## config.mk

```make
export PLATFORM = sky130hd
export DESIGN_NAME = gearbox_32_33
export DESIGN_NICKNAME = d
export VERILOG_FILES = /design/src/verilog/lane_rx_macros.svh /design/src/verilog/lane_rx_pkg.sv /design/src/verilog/gearbox_32_33.sv
export SDC_FILE = /design/constraint.sdc
export NUM_CORES = 1
export LEC_CHECK = 0
export BUFFER_PORTS_ARGS = -buffer_cell sky130_fd_sc_hd__buf_2
export CAP_MARGIN = 20
export CORE_MARGIN = 2
export CORE_UTILIZATION = 45
export DETAILED_ROUTE_END_ITERATION = 7
export PLACE_DENSITY = 0.72
export SKIP_LAST_GASP = 1
export SLEW_MARGIN = 20
export SYNTH_ARGS = -nofsm -noshare
export SYNTH_HDL_FRONTEND = slang
export SYNTH_SLANG_ARGS = --single-unit
```

## constraint.sdc

```tcl
create_clock -name clk -period 4.8 [get_ports clk]
set_input_delay 0.24 -clock clk [delete_from_list [all_inputs] [get_ports clk]]
set_output_delay 0.24 -clock clk [all_outputs]
set_load 0.01 [all_outputs]
```

## src/verilog/lane_rx_macros.svh

```systemverilog
`ifndef LANE_RX_MACROS_SVH
`define LANE_RX_MACROS_SVH

// the transmitter sends one align block every this many blocks
// and the hunt counter is 8 bits wide to match
`define ALIGN_PERIOD 8'd8

// spaced align blocks needed after the first one before a lane is locked
`define LOCK_GOOD 4

// missing align blocks in a row that make a locked lane fall back to hunting
`define LOCK_BAD 3

// entries in each lane FIFO inside the arbiter
`define LANE_FIFO_DEPTH 4

// credits the arbiter holds toward the consumer after reset
`define OUT_CREDITS 4

// number of receive lanes sharing the output port
`define NUM_LANES 2

`endif

```

## src/verilog/lane_rx_pkg.sv

```systemverilog
`default_nettype none

package lane_rx_pkg;

	// data view of a block with the payload sitting above the kind bit
	typedef struct packed {
		logic [31:0] payload;
		logic        kind;
	} data_blk_t;

	// control view of a block
	// the type byte sits right above the kind bit and the check byte is on top
	typedef struct packed {
		logic [7:0]  check;
		logic [15:0] value;
		logic [7:0]  ctype;
		logic        kind;
	} ctl_blk_t;

	// one 33 bit block as it comes off the line
	// bit 0 goes first and is 1 for data and 0 for control
	typedef union packed {
		data_blk_t data;
		ctl_blk_t  ctl;
	} block_t;

	// word handed to the consumer, tagged with the lane it came from
	typedef struct packed {
		logic   lane;
		block_t blk;
	} rx_word_t;

	// alignment marker, used for lock only and never forwarded
	localparam logic [7:0] CTL_ALIGN = 8'hA5;
	localparam logic [7:0] CTL_IDLE  = 8'h3C;
	localparam logic [7:0] CTL_MARK  = 8'h5A;

	// check byte of a control block is the XOR of its type byte and both value bytes
	function automatic logic [7:0] ctl_check(input logic [7:0] ctype, input logic [15:0] value);
		return ctype ^ value[15:8] ^ value[7:0];
	endfunction

endpackage

`default_nettype wire

```

## src/verilog/gearbox_32_33.sv

```systemverilog
`default_nettype none
`timescale 1ns/10ps

module gearbox_32_33 import lane_rx_pkg::*; (
	input logic clk,
	input logic arst,
	input logic [31:0] din,
	input logic din_valid,
	input logic din_slip,
	output block_t dout,
	output logic dout_valid
);

	// bits waiting to become part of the next block, oldest at bit 0
	logic [31:0] held;
	// how many bits of held are valid, anywhere from 0 to 32
	logic [5:0] fill;

	logic [31:0] word_in;
	logic [5:0] word_bits;
	logic [6:0] total;
	logic [63:0] merged;
	logic emit;

	always_comb begin
		// a slip throws away bit 0 of this word so the block boundary moves by one bit
		word_in = din_slip ? {1'b0, din[31:1]} : din;
		word_bits = din_slip ? 6'd31 : 6'd32;
		total = {1'b0, fill} + {1'b0, word_bits};
		// the new word lands right above the bits already held
		merged = {32'd0, held} | ({32'd0, word_in} << fill);
		// a block leaves whenever 33 bits are on hand
		emit = din_valid && (total >= 7'd33);
	end

	always_ff @(posedge clk or posedge arst) begin
		if (arst) begin
			held <= '0;
			fill <= '0;
			dout_valid <= 1'b0;
		end else begin
			dout_valid <= emit;
			if (emit) begin
				// fill drops by one per plain word and by two on a slip, modulo 33
				held <= {1'b0, merged[63:33]};
				fill <= 6'(total - 7'd33);
			end else if (din_valid) begin
				// with fill at 0, or at 1 on a slip, this word only tops up the store
				held <= merged[31:0];
				fill <= total[5:0];
			end
		end
	end

	// the finished block is the lowest 33 bits of the merged stream
	always_ff @(posedge clk) begin
		if (emit) begin
			dout <= block_t'(merged[32:0]);
		end
	end

endmodule

`default_nettype wire

```

==> impl_metrics.ini <==
[run_status]
outcome = finished, final reports clean

[pwr]
internal_power_mw = 3.00
clockPowerShare_pct = 10.3
power_mw = 5.91
swShare_pct = 49.3
power.switching_mw = 2.91
p_leak_nw = 2.77
p_comb_share_pct = 68.9
pwr-share-seq_pct = 20.8
power.density_nw_per_um2 = 855
peakVddDrop_v = 0.000352

[yosys]
async_reset_ff_share_pct = 54.2
synth_cells = 629
ys_top_cells_by_area = edfxtp_1 (16%), dfrtp_1 (16%), mux4_2 (13%)
synthFlopType = dfrtp_1
ys_types = 68
synth_seq_cells = 72
ys_seq_area_share_pct = 31.8
synth_nets = 674
synth_area_um2 = 6180
yosysWarnings = 0
netlist.area_leader.share_pct = 16.0
synth-edff-count = 33
synth.avg_cell_area_um2 = 9.83
yosysTopAreaCell = edfxtp_1

[detailed_routing]
drt_iter0_markers = 547
ant_nets = 0
num_vias = 5582
first_pass_iters = 5
wl_mm = 18.7
wl_met1_mm = 8.32
wl_met3_mm = 1.29
vias_per_cell = 6.54
drc = 0
top_layer = met4
wl_met2_mm = 8.65
avgRoutedWirePerCell_um = 21.9

[sta]
fin_skew_ns = 0.00860
worst_slew_pin_slew_ns = 0.811
fmax_mhz = 266
timing.final.crit_share_pct = 78.5
slew_violations = 0
max_slew_margin_pct = 45.8
rsz0062_at_grt = false
finalCriticalPeriod_ns = 3.77
final-hold-violation-count = 0
fin_setup_tns_ns = 0
setup_violations = 0

[finish]
seqCellArea_um2 = 1970
final_nets = 718
drive_gt1_share_pct = 25.3
num-fill-cells = 1252
multi_input_area_um2 = 3900
syn2layout_area_growth_pct = 11.8
diodes = 0

[floorplanning]
die_w_um = 121
die_h_um = 121
ios = 70
core_um2 = 13300
start_util_pct = 46.3
die_area_um2 = 14700
row_count = 42

[clock_tree]
postCtsHoldBufs = 0
cts_buffers = 9
clk_path_buf_depth = 2
cts_resized = 0
cts_tree = yes
cts.sinks = 72
post_cts.repair.setup_buffers = 0
clk_pin_slew_ns = 0.06
insertion_delay_ns = 0.34
cts_htree_levels = 3
cts_root_buf = clkbuf_16

[min_path]
hold_class = primary input to asynchronous set/reset pin

[grt]
grt_overflow = 0
grt_max_degree = 45
grt_pass1_vias = 5381
antenna_found_initial = 0
grt.total_usage_pct = 26.2
grt_pass1_wl_mm = 29.9

[placement]
io_buffers = 69
gp_congestion = 0.961
place_hpwl_mm = 13.7

[job]
drv_cap = 0

[setup_path]
worstSetupEndpointType = flip-flop
critPathArrivalTime_ns = 4.02
worstPathRequired_ns = 5.05
crit_type = flip-flop to flip-flop
path_max_fanout = 27
critPathLaunchType = flip-flop
final timing paths:
path,start,end,slack [ns],cells past startpoint
hold / removal,arst,fill[4]$_DFFE_PP0P_,0.05,3
hold reg to reg,held[10]$_DFFE_PP0P_,held[10]$_DFFE_PP0P_,0.49,1
max in group asynchronous,arst,fill[2]$_DFFE_PP0P_,4.34,3
setup / recovery,fill[1]$_DFFE_PP0P_,held[30]$_DFFE_PP0P_,1.03,8
setup reg to reg,fill[1]$_DFFE_PP0P_,held[30]$_DFFE_PP0P_,1.03,8
min in group clk,din_valid,fill[0]$_DFFE_PP0P_,0.48,2
layer usage:
| metal | GRT usage (%) | vias up |
|---|---|---|
| li1 | - | 2527 |
| met1 | 37.2 | 2731 |
| met2 | 41.3 | 292 |
| met3 | 3.95 | 32 |
| met4 | 8.26 | 0 |
| met5 | 0 | - |
cell usage after synthesis (14+ instances only):
cell type,instances
mux2_2,29
nand2_1,45
nor3_1,15
clkbuf_1,38
dfrtp_1,39
nor2_1,53
o21ai_1,20
o22ai_1,15
edfxtp_1,33
mux2i_1,45
o21ai_0,14
inv_1,18
a21oi_1,30
mux4_2,35
worst max-delay path, stage by stage, from the launching register on:
cell and delay [ns]:
dfrtp_1 0.58, inv_2 0.34, fa_1 0.51, xor2_1 0.29, nand3_1 0.20, o41ai_1 0.57, nand2_1 0.56, or3_1 0.53
o211ai_1 0.09
placed cells by master (no fill, tap or decap), types with 4 or more instances in the layout:
| master | n |
|---|---|
| clkbuf_16 | 9 |
| a22oi_1 | 5 |
| mux2i_1 | 45 |
| a21o_1 | 12 |
| o22ai_1 | 15 |
| xnor2_1 | 4 |
| a32oi_1 | 4 |
| mux4_2 | 35 |
| a2bb2oi_1 | 4 |
| nor2_1 | 53 |
| dfrtp_1 | 38 |
| mux2_1 | 5 |
| a21oi_1 | 30 |
| o21bai_1 | 7 |
| nand2_1 | 45 |
| edfxtp_1 | 33 |
| o2bb2ai_1 | 4 |
| mux2_2 | 29 |
| buf_4 | 16 |
| o22a_1 | 9 |
| nor3_1 | 15 |
| buf_2 | 69 |
| or2_1 | 6 |
| a211oi_1 | 12 |
| o211ai_1 | 9 |
| nand2b_1 | 6 |
| clkinv_1 | 4 |
| o21ai_1 | 20 |
| and2_1 | 4 |
| inv_1 | 18 |
| a221o_1 | 5 |
| or3_1 | 4 |
| a221oi_1 | 7 |
| o21a_1 | 5 |
| ha_1 | 8 |
| a31oi_1 | 4 |
| nand3_1 | 7 |
| o21ai_0 | 14 |
per-stage QoR:
stage	cell area [um^2]	util, %	instances	setup slack (ns)	hold WS [ns]
3_3_place_gp	6650	49.8	838	1.27	0.405
5_1_grt	6910	51.8	853	0.791	0.0916
4_1_cts	6910	51.8	853	1.05	0.0442
6_report	6910	51.8	853	1.03	0.0453
3_5_place_dp	6650	49.8	838	1.11	0.406
2_1_floorplan	6180	-	629	0.685	0.445
power by group through the flow:
stage / Sequential [mW] / Clock [mW] / Combinational [mW]
2_1_floorplan: 1.26 / 0 / 2.87
3_3_place_gp: 1.22 / 0 / 3.90
3_5_place_dp: 1.24 / 0 / 3.96
4_1_cts: 1.23 / 0.618 / 3.99
5_1_grt: 1.27 / 0.640 / 4.37
6_report: 1.23 / 0.610 / 4.07
flip-flops by register name (all words and copies together) (netlist names):
name,cells
dout_valid,1
held,32
dout,33
fill,6
kinds of logic (layout without fill, tap and decap cells):
kind of cell | after synthesis | count (layout) | share of synthesized area, %
buffers and inverters | 76 | 124 | 5.04
xor gates and xnor gates | 7 | 7 | 0.992
adders and majority gates | 9 | 9 | 1.94
and+or+nand+nor | 156 | 156 | 11.7
DFF | 72 | 72 | 31.8
AOI/OAI and AO/OA | 195 | 195 | 22.3
muxes | 114 | 114 | 26.2
final cells by class:
| type | instances | share of cell area (%) |
|---|---|---|
| multi-input combinational | 481 | 56.5 |
| sequential | 72 | 28.5 |
| timing repair buffer | 85 | 6.73 |
| clock buffer | 11 | 3.51 |
| tap | 176 | 3.19 |
| inverter | 24 | 1.30 |
| clock inverter | 4 | 0.308 |
No activity file was read; power rests on OpenSTA's default activity.
