## src/verilog/lane_rx_macros.svh

```systemverilog
`ifndef LANE_RX_MACROS_SVH
`define LANE_RX_MACROS_SVH

// the transmitter sends one align block every this many blocks
// and the hunt counter is 8 bits wide to match
`define ALIGN_PERIOD 8'd8

// spaced align blocks needed after the first one before a lane is locked
`define LOCK_GOOD 4

// missing align blocks in a row that make a locked lane fall back to hunting
`define LOCK_BAD 3

// entries in each lane FIFO inside the arbiter
`define LANE_FIFO_DEPTH 4

// credits the arbiter holds toward the consumer after reset
`define OUT_CREDITS 4

// number of receive lanes sharing the output port
`define NUM_LANES 2

`endif

```

## src/verilog/lane_rx_pkg.sv

```systemverilog
`default_nettype none

package lane_rx_pkg;

	// data view of a block with the payload sitting above the kind bit
	typedef struct packed {
		logic [31:0] payload;
		logic        kind;
	} data_blk_t;

	// control view of a block
	// the type byte sits right above the kind bit and the check byte is on top
	typedef struct packed {
		logic [7:0]  check;
		logic [15:0] value;
		logic [7:0]  ctype;
		logic        kind;
	} ctl_blk_t;

	// one 33 bit block as it comes off the line
	// bit 0 goes first and is 1 for data and 0 for control
	typedef union packed {
		data_blk_t data;
		ctl_blk_t  ctl;
	} block_t;

	// word handed to the consumer, tagged with the lane it came from
	typedef struct packed {
		logic   lane;
		block_t blk;
	} rx_word_t;

	// alignment marker, used for lock only and never forwarded
	localparam logic [7:0] CTL_ALIGN = 8'hA5;
	localparam logic [7:0] CTL_IDLE  = 8'h3C;
	localparam logic [7:0] CTL_MARK  = 8'h5A;

	// check byte of a control block is the XOR of its type byte and both value bytes
	function automatic logic [7:0] ctl_check(input logic [7:0] ctype, input logic [15:0] value);
		return ctype ^ value[15:8] ^ value[7:0];
	endfunction

endpackage

`default_nettype wire

```

## src/verilog/block_lock.sv

```systemverilog
`default_nettype none
`timescale 1ns/10ps
`include "lane_rx_macros.svh"

module block_lock import lane_rx_pkg::*; (
	input logic clk,
	input logic arst,
	input logic raw_valid,
	input block_t blk,
	input logic blk_valid,
	output logic slip,
	output logic locked,
	output block_t fwd_blk,
	output logic fwd_valid
);

	localparam logic [7:0] LAST_SLOT = `ALIGN_PERIOD - 8'd1;
	localparam int GOOD_W = $clog2(`LOCK_GOOD + 1);
	localparam int BAD_W = $clog2(`LOCK_BAD + 1);
	localparam logic [GOOD_W-1:0] GOOD_LAST = GOOD_W'(`LOCK_GOOD - 1);
	localparam logic [BAD_W-1:0] BAD_LAST = BAD_W'(`LOCK_BAD - 1);

	// blocks seen since the last align block or the last slip
	logic [7:0] blk_cnt;
	// an align block has been seen since the last slip or unlock
	logic synced;
	logic [GOOD_W-1:0] good_cnt;
	logic [BAD_W-1:0] bad_cnt;

	logic ctl_ok;
	logic is_align;
	logic can_fwd;
	logic at_boundary;

	always_comb begin
		ctl_ok = !blk.ctl.kind && (blk.ctl.check == ctl_check(blk.ctl.ctype, blk.ctl.value));
		is_align = ctl_ok && (blk.ctl.ctype == CTL_ALIGN);
		// data always passes, control only when intact and not a marker
		can_fwd = blk.data.kind || (ctl_ok && !is_align);
		at_boundary = (blk_cnt == LAST_SLOT);
	end

	always_ff @(posedge clk or posedge arst) begin
		if (arst) begin
			blk_cnt <= '0;
			synced <= 1'b0;
			good_cnt <= '0;
			bad_cnt <= '0;
			locked <= 1'b0;
			slip <= 1'b0;
			fwd_valid <= 1'b0;
		end else begin
			fwd_valid <= blk_valid && locked && can_fwd;
			// the gearbox takes the slip together with the next raw word
			if (slip && raw_valid) begin
				slip <= 1'b0;
			end
			if (blk_valid && !locked) begin
				if (is_align) begin
					blk_cnt <= '0;
					synced <= 1'b1;
					if (synced && at_boundary && good_cnt == GOOD_LAST) begin
						locked <= 1'b1;
						good_cnt <= '0;
						bad_cnt <= '0;
					end else if (synced && at_boundary) begin
						good_cnt <= good_cnt + 1'b1;
					end else begin
						// an align off the expected slot becomes the new reference
						good_cnt <= '0;
					end
				end else if (at_boundary) begin
					// a whole period without an align means the offset is wrong
					slip <= 1'b1;
					blk_cnt <= '0;
					synced <= 1'b0;
					good_cnt <= '0;
				end else begin
					blk_cnt <= blk_cnt + 8'd1;
				end
			end else if (blk_valid) begin
				if (at_boundary) begin
					blk_cnt <= '0;
					if (is_align) begin
						bad_cnt <= '0;
					end else if (bad_cnt == BAD_LAST) begin
						// too many misses in a row so go back to hunting
						locked <= 1'b0;
						synced <= 1'b0;
						bad_cnt <= '0;
					end else begin
						bad_cnt <= bad_cnt + 1'b1;
					end
				end else begin
					blk_cnt <= blk_cnt + 8'd1;
				end
			end
		end
	end

	always_ff @(posedge clk) begin
		if (blk_valid) begin
			fwd_blk <= blk;
		end
	end

endmodule

`default_nettype wire

```

## config.mk

```make
export PLATFORM = sky130hd
export DESIGN_NAME = block_lock
export DESIGN_NICKNAME = d
export VERILOG_FILES = /design/src/verilog/lane_rx_pkg.sv /design/src/verilog/block_lock.sv
export VERILOG_INCLUDE_DIRS = /design/src /design/src/verilog
export SDC_FILE = /design/constraint.sdc
export NUM_CORES = 1
export LEC_CHECK = 0
export BUFFER_PORTS_ARGS = -buffer_cell sky130_fd_sc_hd__buf_2
export CAP_MARGIN = 5
export CORE_ASPECT_RATIO = 1.1
export CORE_UTILIZATION = 33
export DETAILED_ROUTE_END_ITERATION = 8
export GPL_TIMING_DRIVEN = 0
export PLACE_DENSITY_LB_ADDON = 0.1
export SLEW_MARGIN = 5
export SYNTH_ARGS = -nofsm -noshare
export SYNTH_HDL_FRONTEND = slang
export SYNTH_SLANG_ARGS = --single-unit
```

## constraint.sdc

```tcl
create_clock -name clk -period 3.4 [get_ports clk]
set_input_delay 0.17 -clock clk [delete_from_list [all_inputs] [get_ports clk]]
set_output_delay 0.17 -clock clk [all_outputs]
set_load 0.05 [all_outputs]
```

==> impl_metrics.toml, run 1 <==
[power]
p_per_area_nw_per_um2 = 545
power_frac_comb = 0.238
irDropWorstVdd_v = 0.000211
p_leak_nw = 1.22
p_int_mw = 1.07
swShare = 0.308
p_sw_mw = 0.475
p_clk_frac = 0.264
seq_power_share = 0.498

[cells_and_area]
syn_to_final_growth_pct = 26.0
nNetsFinal = 286
utilization = 0.429
drive_gt1_frac = 0.378
diodes = 0

[grt]
grt_max_degree = 35
grt_pass1_wl_um = 7040
antenna_found_initial = 0
grt_pass1_vias = 1485
grt_overflow_total = 0
grt_usage = 0.132

[min_path]
hold_path.class = "input port to register"

[critical_path]
slowest_stage = "nor4_1"
start_kind = "input port"
crit_path_max_fanout = 34
slowest_delay_ns = 0.65
crit_path_end_kind = "register"
critPathArrivalTime_ns = 2.26
critPathKind = "input port to register"
cp.required_ns = 3.58
worstPathCellList = "buf_2 > buf_6 > clkinv_1 > nor4_1 > o211ai_1 > mux2i_1"

[synth]
avgSynthCellArea_um2 = 13.6
synth.distinct_cells = 42
synth_fp_nets = 206
ys_warn_count = 0
synth-main-ff-cell = "edfxtp_1"
async_reset_ff_frac = 0.340
synth_largest_area_cell = "edfxtp_1"
synth-seq-cells = 50
synth_cells = 165
synthTopCellsByArea = "edfxtp_1, dfrtp_1, xnor2_1"
netlist_area_um2 = 2250
synth-edff-count = 33
synth_top_cell_area_share = 0.441
seq_area_frac_synth = 0.631

[clock_network]
cts_buffer_depth = 2
clkTransAtPathRegs_ns = 0.08
cts_hold_buf = 1
post_cts_resized = 0
cts_root_buf = "clkbuf_8"
cts_tree = "built"
worstSkewPairLatency_ns = 0.29
postCtsSetupBuffers = 0
clock-sinks = 50
htreeDepth = 2
cts_buffers = 5

[placed_design]
dp_hpwl_um = 3270
gp_congestion = 0.805
port-buffer-count = 72

[timing]
max_slew_margin = 0.492
clock.fmax_mhz = 481
setup_viol = 0
post-route-min-period_ns = 2.08
rsz0062_at_grt = "no"
fin_skew_ns = 0.00261
period_share = 0.612
slew_violations = 0
worst_pin_slew_ns = 0.762
tns_ns = 0
finalHoldViolCount = 0

[job]
maxCapViolCount = 0

[floorplanning]
start_util = 0.341
die_w_um = 80.7
fp-row-count = 31
dieArea_um2 = 7140
die_height_um = 88.5
core_area_um2 = 6590
ios = 73

[routing]
wire_per_inst_um = 13.3
drc_errors = 0
routed_wl_um = 4360
first_pass_iters = 5
drtIter0Drc = 40
via_per_inst = 4.73
ant_nets = 0
vias = 1553

[run_status]
status = "finished clean"
==> flip-flops by register name, indices dropped and copies added (netlist names) <==
| name | cells |
|---|---|
| fwd_blk | 33 |
| locked | 1 |
| fwd_valid | 1 |
| synced | 1 |
| slip | 1 |
| bad_cnt | 2 |
| good_cnt | 3 |
| blk_cnt | 8 |
==> layout make-up <==
class | instances | area, µm²
fill | 663 | 3760
sequential | 50 | 1420
multi-input combinational | 100 | 751
timing repair buffer | 73 | 370
tap | 82 | 103
clock buffer | 6 | 72.6
inverter | 12 | 45.0
clock inverter | 2 | 37.5
buffer | 3 | 33.8
==> kinds of logic (layout without fill, tap and decap cells) <==
family | count (synthesis) | after routing | share of synthesized area
flip-flops | 50 | 50 | 0.631
buffers and inverters | 15 | 96 | 0.0351
AND/OR/NAND/NOR | 42 | 42 | 0.110
multiplexers | 3 | 3 | 0.0156
AO/OA/AOI/OAI | 27 | 27 | 0.0925
XOR/XNOR | 24 | 24 | 0.0936
adder cells (fa/ha/maj) | 4 | 4 | 0.0223
==> layer usage <==
layer  vias to the layer above  GRT usage  share of wire
met5                         -          0              0
met4                         0     0.0487          0.014
met3                         5     0.0361          0.063
met2                        46      0.218           0.49
met1                       735      0.166           0.44
li1                        767          -              -
==> synth_stat cells (all sizes together) (3+ instances only) <==
library cell and n:
nand2 11, nand3 5, a22o 3, nand4 6
nor3 3, xnor2 20, nor2 7, o2bb2ai 4
xor2 4, o211ai 3, a21oi 3, dfrtp 17
buf 3, o21ai 3, edfxtp 33, ha 4
inv 11
==> power by group through the flow <==
stage / Combinational [mW] / Sequential [mW] / Clock (mW)
3_5_place_dp: 0.371 / 0.781 / 0
2_1_floorplan: 0.162 / 0.889 / 0
5_1_grt: 0.406 / 0.779 / 0.448
3_3_place_gp: 0.372 / 0.782 / 0
4_1_cts: 0.373 / 0.769 / 0.424
6_report: 0.367 / 0.768 / 0.407
==> layout by cell type (no fill, tap or decap), types with 2 or more instances in the layout <==
| cell | instances |
|---|---|
| a21oi_1 | 3 |
| a22o_1 | 3 |
| a311o_1 | 2 |
| buf_2 | 72 |
| buf_6 | 3 |
| clkbuf_8 | 5 |
| dfrtp_1 | 17 |
| edfxtp_1 | 33 |
| ha_1 | 4 |
| inv_1 | 10 |
| mux2i_1 | 2 |
| nand2_1 | 10 |
| nand3_1 | 5 |
| nand4_1 | 6 |
| nor2_1 | 7 |
| nor3_1 | 2 |
| o211ai_1 | 3 |
| o21ai_0 | 3 |
| o22ai_1 | 2 |
| o2bb2ai_1 | 4 |
| xnor2_1 | 20 |
| xor2_1 | 4 |
==> critical path: cells and delay by family <==
family          cells  cell delay [ns]
mux                 1             0.16
simple gates        1             0.65
buf+inv             3             1.06
compound gates      1             0.21
==> stage by stage <==
step                      hold slack (ns)  instances  worst slack (ns)  instance area (µm²)  power, mW
after floorplan                    0.0961        165              1.54                 2250       1.05
after global placement              0.314        319              1.01                 2710       1.15
after detailed placement            0.303        319              1.00                 2710       1.15
after CTS                          0.0530        328              1.33                 2830       1.57
after global routing               0.0457        328              1.10                 2830       1.63
final                              0.0578        328              1.32                 2830       1.54
==> final timing paths <==
| kind | start | endpoint | slack, ns | depth (start not counted) |
|---|---|---|---|---|
| min in group asynchronous | arst | good_cnt[0] | 0.51 | 3 |
| setup / recovery | blk_valid | locked | 1.32 | 6 |
| hold reg to reg | bad_cnt[1] | bad_cnt[1] | 0.50 | 2 |
| max in group asynchronous | arst | blk_cnt[2] | 2.45 | 3 |
| hold / removal | raw_valid | slip | 0.06 | 2 |
| setup reg to reg | blk_cnt[5] | synced | 1.41 | 5 |
Power figures use the tool's default switching activity.
==> run 2: changes to the inputs <==
Settings changed: ABC_AREA from default to 1.
Clock period 3.4 ns to 1.9 ns, I/O delays scaled along.
==> run 2 against run 1 <==
Against the previous run:
- total power grew 110%
- first-iteration DRC count decreased by 13%
- worst setup slack lost 1.2 ns
- synthesized cell count grew 68%
- largest power group unchanged
==> impl_metrics.toml, run 2 <==
[cells_and_area]
syn_to_final_growth_pct = 29.6
largest_reg_flops = 33
final_common_cell = "nand2_1"
reg_top3 = "fwd_blk (33), blk_cnt (8), good_cnt (3)"
drive_gt1_frac = 0.306
largest-register = "fwd_blk"
fill_cells = 776
diodes = 0
most-common-layout-cells = "nand2_1, buf_2, inv_1"
nNetsFinal = 413
utilization = 0.446

[grt]
grt_overflow_total = 0
grt_use_met2 = 0.231
grt_pass1_vias = 1808
top_usage_layer = "met2"
grtUsageMet3 = 0.0262
antenna_found_initial = 0
grt_pass1_wl_um = 8090
grt_max_degree = 39
grt_usage = 0.128
use_met1 = 0.151

[critical_path]
cp.required_ns = 2.11
cp_top_family = "buffers and inverters"
crit_buf_inv = 6
cpMostUsedCell = "nand2_1"
crit_path_max_fanout = 7
slowest_delay_ns = 0.53
critPathArrivalTime_ns = 1.99
slowest_stage = "dlygate4sd3_1"
worstPathCellList = "dlygate4sd3_1 > buf_2 > inv_1 > nand3_1 > nand2_1 > inv_1 > nand2_1 > nor2_4 > nand3_4 > clkinv_4 > ha_1 > nand2_1 > nor2_2 > nand3_1 > nand2_1 > inv_1"
start_kind = "input port"
crit_path_end_kind = "register"
critPathKind = "input port to register"

[clock_network]
cts_buffer_depth = 2
cts_buffers = 5
clkTransAtPathRegs_ns = 0.09
postCtsSetupBuffers = 0
htreeDepth = 2
worstSkewPairLatency_ns = 0.30
cts_tree = "built"
clock-sinks = 50
cts_root_buf = "clkbuf_8"

[routing]
via_per_inst = 4.29
ant_nets = 0
vias = 2050
drc_errors = 0
drtIter0Drc = 35
wire_per_inst_um = 10.6
first_pass_iters = 4
routed_wl_um = 5060

[timing]
rsz0062_at_grt = "no"
period_share = 0.937
max_slew_margin = 0.547
finalHoldViolCount = 0
setup_viol = 0
post-route-min-period_ns = 1.78
slew_violations = 0
fin_skew_ns = 0.0102
hold_ws_ns = 0.00554
worst_pin_slew_ns = 0.679
clock.fmax_mhz = 562

[floorplanning]
dieArea_um2 = 8190
die_w_um = 86.4
ios = 73
start_util = 0.344
fp-row-count = 33
die_height_um = 94.8
core_area_um2 = 7510

[synth]
seq_area_frac_synth = 0.548
synth_largest_area_cell = "edfxtp_1"
synthTopCellsByArea = "edfxtp_1, dfrtp_1, nand2_1"
ys_warn_count = 0
async_reset_ff_frac = 0.340
synth-seq-cells = 50
synthTopCellsByCount = "nand2_1, inv_1, edfxtp_1, nand3_1, dfrtp_1"
synthMostInstantiatedCell = "nand2_1"
avgSynthCellArea_um2 = 9.33
synth_fp_nets = 318
synth.distinct_cells = 32
synth_top_cell_area_share = 0.383
netlist_area_um2 = 2580
synth_cells = 277
synth-main-ff-cell = "edfxtp_1"
synth-edff-count = 33

[placed_design]
dp_hpwl_um = 3770
port-buffer-count = 72
gp_congestion = 0.769

[run_status]
status = "finished clean"

[power]
irDropWorstVdd_v = 0.000758
p_leak_nw = 1.63
p_per_area_nw_per_um2 = 955
p_total_mw = 3.20

[min_path]
hold_path.class = "input port to register"

[job]
maxCapViolCount = 0
## run 2: logic make-up after synthesis
logic type | synth area share
compound gates | 0.0445
xor+xnor | 0.0203
fa+ha+maj | 0.0194
buf+inv | 0.0789
flops | 0.548
mux | 0.00387
simple gates | 0.285
## run 2: what timing repair did
action                                  4_1_cts  5_1_grt
hold endpoints to repair                     31        1
endpoints found under the setup margin        0        3
gates resized for setup                       0        2
hold buffers                                 15        1
## run 2: stage by stage
stage               TNS (ns)  worst slack [ns]  instance area, µm²  std cells
finish                     0             0.120                3350        478
global route               0            0.0205                3350        478
CTS                        0            0.0724                3330        477
detailed placement    -0.677            -0.215                3080        454
global placement      -0.673            -0.177                3080        454
floorplan                  0             0.183                2580        277
## run 2: report_power, final
group,switching (mW),internal (mW),total (mW)
Clock,0.337,0.394,0.732
Sequential,0.135,1.34,1.48
Combinational,0.661,0.329,0.990
## run 2: metal layers
| layer | routed length (µm) | vias to the layer above |
|---|---|---|
| met4 | 63 | 0 |
| met3 | 190 | 6 |
| met5 | 0 | - |
| met1 | 2250 | 924 |
| li1 | - | 1080 |
| met2 | 2560 | 40 |
## run 2: final timing paths
| check | slack [ns] | start | to | depth (start not counted) |
|---|---|---|---|---|
| min in group asynchronous | 0.43 | arst | blk_cnt[7] | 3 |
| hold / removal | 0.006 | blk[19] | fwd_blk[19] | 1 |
| hold reg to reg | 0.49 | good_cnt[0] | good_cnt[0] | 1 |
| setup reg to reg | 0.27 | blk_cnt[0] | bad_cnt[1] | 8 |
| setup / recovery | 0.12 | blk[29] | locked | 16 |
| max in group asynchronous | 1.03 | arst | blk_cnt[3] | 3 |
## run 2: worst reg2reg max path: stages, from the launching register on
cell,delay (ns)
dfrtp_1,0.37
ha_1,0.21
nand2_1,0.10
nor2_4,0.22
inv_1,0.09
nor3_1,0.31
o21ai_2,0.12
nand2_1,0.07
nand2_1,0.04
## run 2: final cells by class
type                       count  area, µm²  share of cell area
buffer                         1       3.75             0.00112
clock buffer                   7       76.3              0.0228
clock inverter                 1       30.0             0.00896
inverter                      52        200              0.0597
multi-input combinational    174        970               0.289
sequential                    50       1420               0.423
tap                          105        131              0.0392
timing repair buffer          88        523               0.156
==> run 3: changes to the inputs <==
Settings changed: CORE_MARGIN from default to 4.
Clock period 1.9 ns to 1.7 ns, I/O delays scaled along.
==> run 3 against run 2 <==
Against the previous run:
- combinational power increased by 15%
- largest cell class unchanged
- clock skew about the same
- sequential share of layout area shrank 1.6 points
==> impl_metrics.toml, run 3 (same netlist as run 2, synthesis figures left out) <==
[run_status]
status = "finished clean"

[timing]
finalHoldViolCount = 0
worst_pin_slew_ns = 0.686
hold_ws_ns = 0.0134
tns_ns = 0
fin_skew_ns = 0.0101
max_slew_margin = 0.542
slew_violations = 0
period_share = 0.921
clock.fmax_mhz = 639
setup_viol = 0
post-route-min-period_ns = 1.57
rsz0062_at_grt = "no"
setup_slack_ns = 0.134

[cells_and_area]
reg_top3 = "fwd_blk (33), blk_cnt (8), good_cnt (3)"
syn_to_final_growth_pct = 34.8
drive_gt1_frac = 0.302
largest_reg_flops = 33
final_common_cell = "nand2_1"
most-common-layout-cells = "nand2_1, buf_2, inv_1"
nNetsFinal = 428
utilization = 0.461
fill_cells = 768
diodes = 0
largest-register = "fwd_blk"

[critical_path]
rrSetupSlack_ns = 0.13
cp.required_ns = 1.91
start_kind = "register"
crit_path_end_kind = "register"
crit_path_max_fanout = 8
critPathKind = "register to register"
critPathArrivalTime_ns = 1.78

[routing]
first_pass_iters = 4
drtIter0Drc = 53
vias = 2116
drc_errors = 0
ant_nets = 0
routed_wl_um = 5440
wire_per_inst_um = 11.0
via_per_inst = 4.29

[power]
p_per_area_nw_per_um2 = 999
p_leak_nw = 1.68
irDropWorstVdd_v = 0.000535
p_total_mw = 3.48

[min_path]
hold_path.class = "input port to register"

[clock_network]
cts_buffer_depth = 2
clock-sinks = 50
clkTransAtPathRegs_ns = 0.10
htreeDepth = 2
worstSkewPairLatency_ns = 0.30
cts_root_buf = "clkbuf_8"
cts_buffers = 5
cts_tree = "built"

[grt]
grt_overflow_total = 0
grt_pass1_wl_um = 9130
grt_usage = 0.122
antenna_found_initial = 0
grt_max_degree = 39
grt_pass1_vias = 2070

[floorplanning]
fp-row-count = 33
core_area_um2 = 7560
die_height_um = 101
ios = 73
die_w_um = 92.4
dieArea_um2 = 9310
start_util = 0.342

[placed_design]
dp_hpwl_um = 3980
place_ws_ns = -0.367
gp_congestion = 0.745
port-buffer-count = 72

[job]
maxCapViolCount = 0
-- run 3: cell count changes in the layout (fill, tap and decap cells not counted) --
cell	previous run	this run
clkinvlp_2	0	1
bufinv_16	1	0
dfrtp_1	17	16
clkbuf_4	1	0
dfrtp_2	0	1
nor3_1	5	4
nor3_2	0	1
buf_4	0	1
clkinvlp_4	0	1
dlygate4sd3_1	16	31
clkinv_1	0	1
clkbuf_1	3	1
-- run 3: per-layer routing --
metal / global-route usage / part of all wire / vias up
li1: - / - / 1108
met1: 0.147 / 0.44 / 959
met2: 0.217 / 0.50 / 44
met3: 0.0284 / 0.053 / 5
met4: 0.0343 / 0.013 / 0
met5: 0 / 0 / -
-- run 3: worst paths after layout --
check | from | end | depth (start not counted)
min in group asynchronous | arst | fwd_valid | 3
worst max-delay path | locked | locked | 8
max in group asynchronous | arst | locked | 3
worst max register to register | locked | locked | 8
worst min register to register | good_cnt[0] | good_cnt[0] | 1
worst min-delay path | blk[15] | fwd_blk[15] | 1
-- run 3: where the power goes --
part	switching (mW)	total [mW]	leakage [nW]	internal [mW]
clock network	0.406	0.687	0.0377	0.282
logic	0.749	1.14	1.10	0.391
registers	0.151	1.65	0.536	1.50
total	1.31	3.48	1.68	2.18
-- run 3: timing repair --
action,in CTS,in global routing
buffers inserted,0,0
hold endpoints to repair,46,1
resized for setup,1,2
endpoints found under the setup margin,2,3
hold buffers,30,1
pin swaps,0,1
-- run 3: final cells by class --
cell class | count | area [µm²] | area share
sequential | 50 | 1420 | 0.407
multi-input combinational | 174 | 975 | 0.280
timing repair buffer | 103 | 673 | 0.193
inverter | 52 | 200 | 0.0574
tap | 105 | 131 | 0.0377
clock buffer | 5 | 68.8 | 0.0197
clock inverter | 3 | 16.3 | 0.00467
buffer | 1 | 3.75 | 0.00108
-- run 3: stage by stage --
step | cells | cell area, µm²
floorplan | 277 | 2590
global placement | 454 | 3080
detailed placement | 454 | 3080
CTS | 492 | 3470
global route | 493 | 3490
finish | 493 | 3490
-- run 3: worst max-delay path, cell delays in order (launching register included) --
cell and delay, ns:
dfrtp_2 0.50, nor2_4 0.24, inv_2 0.10, ha_1 0.28, nand2_1 0.06, nor2_2 0.10, nand3_1 0.09, nand2_1 0.08
inv_1 0.04
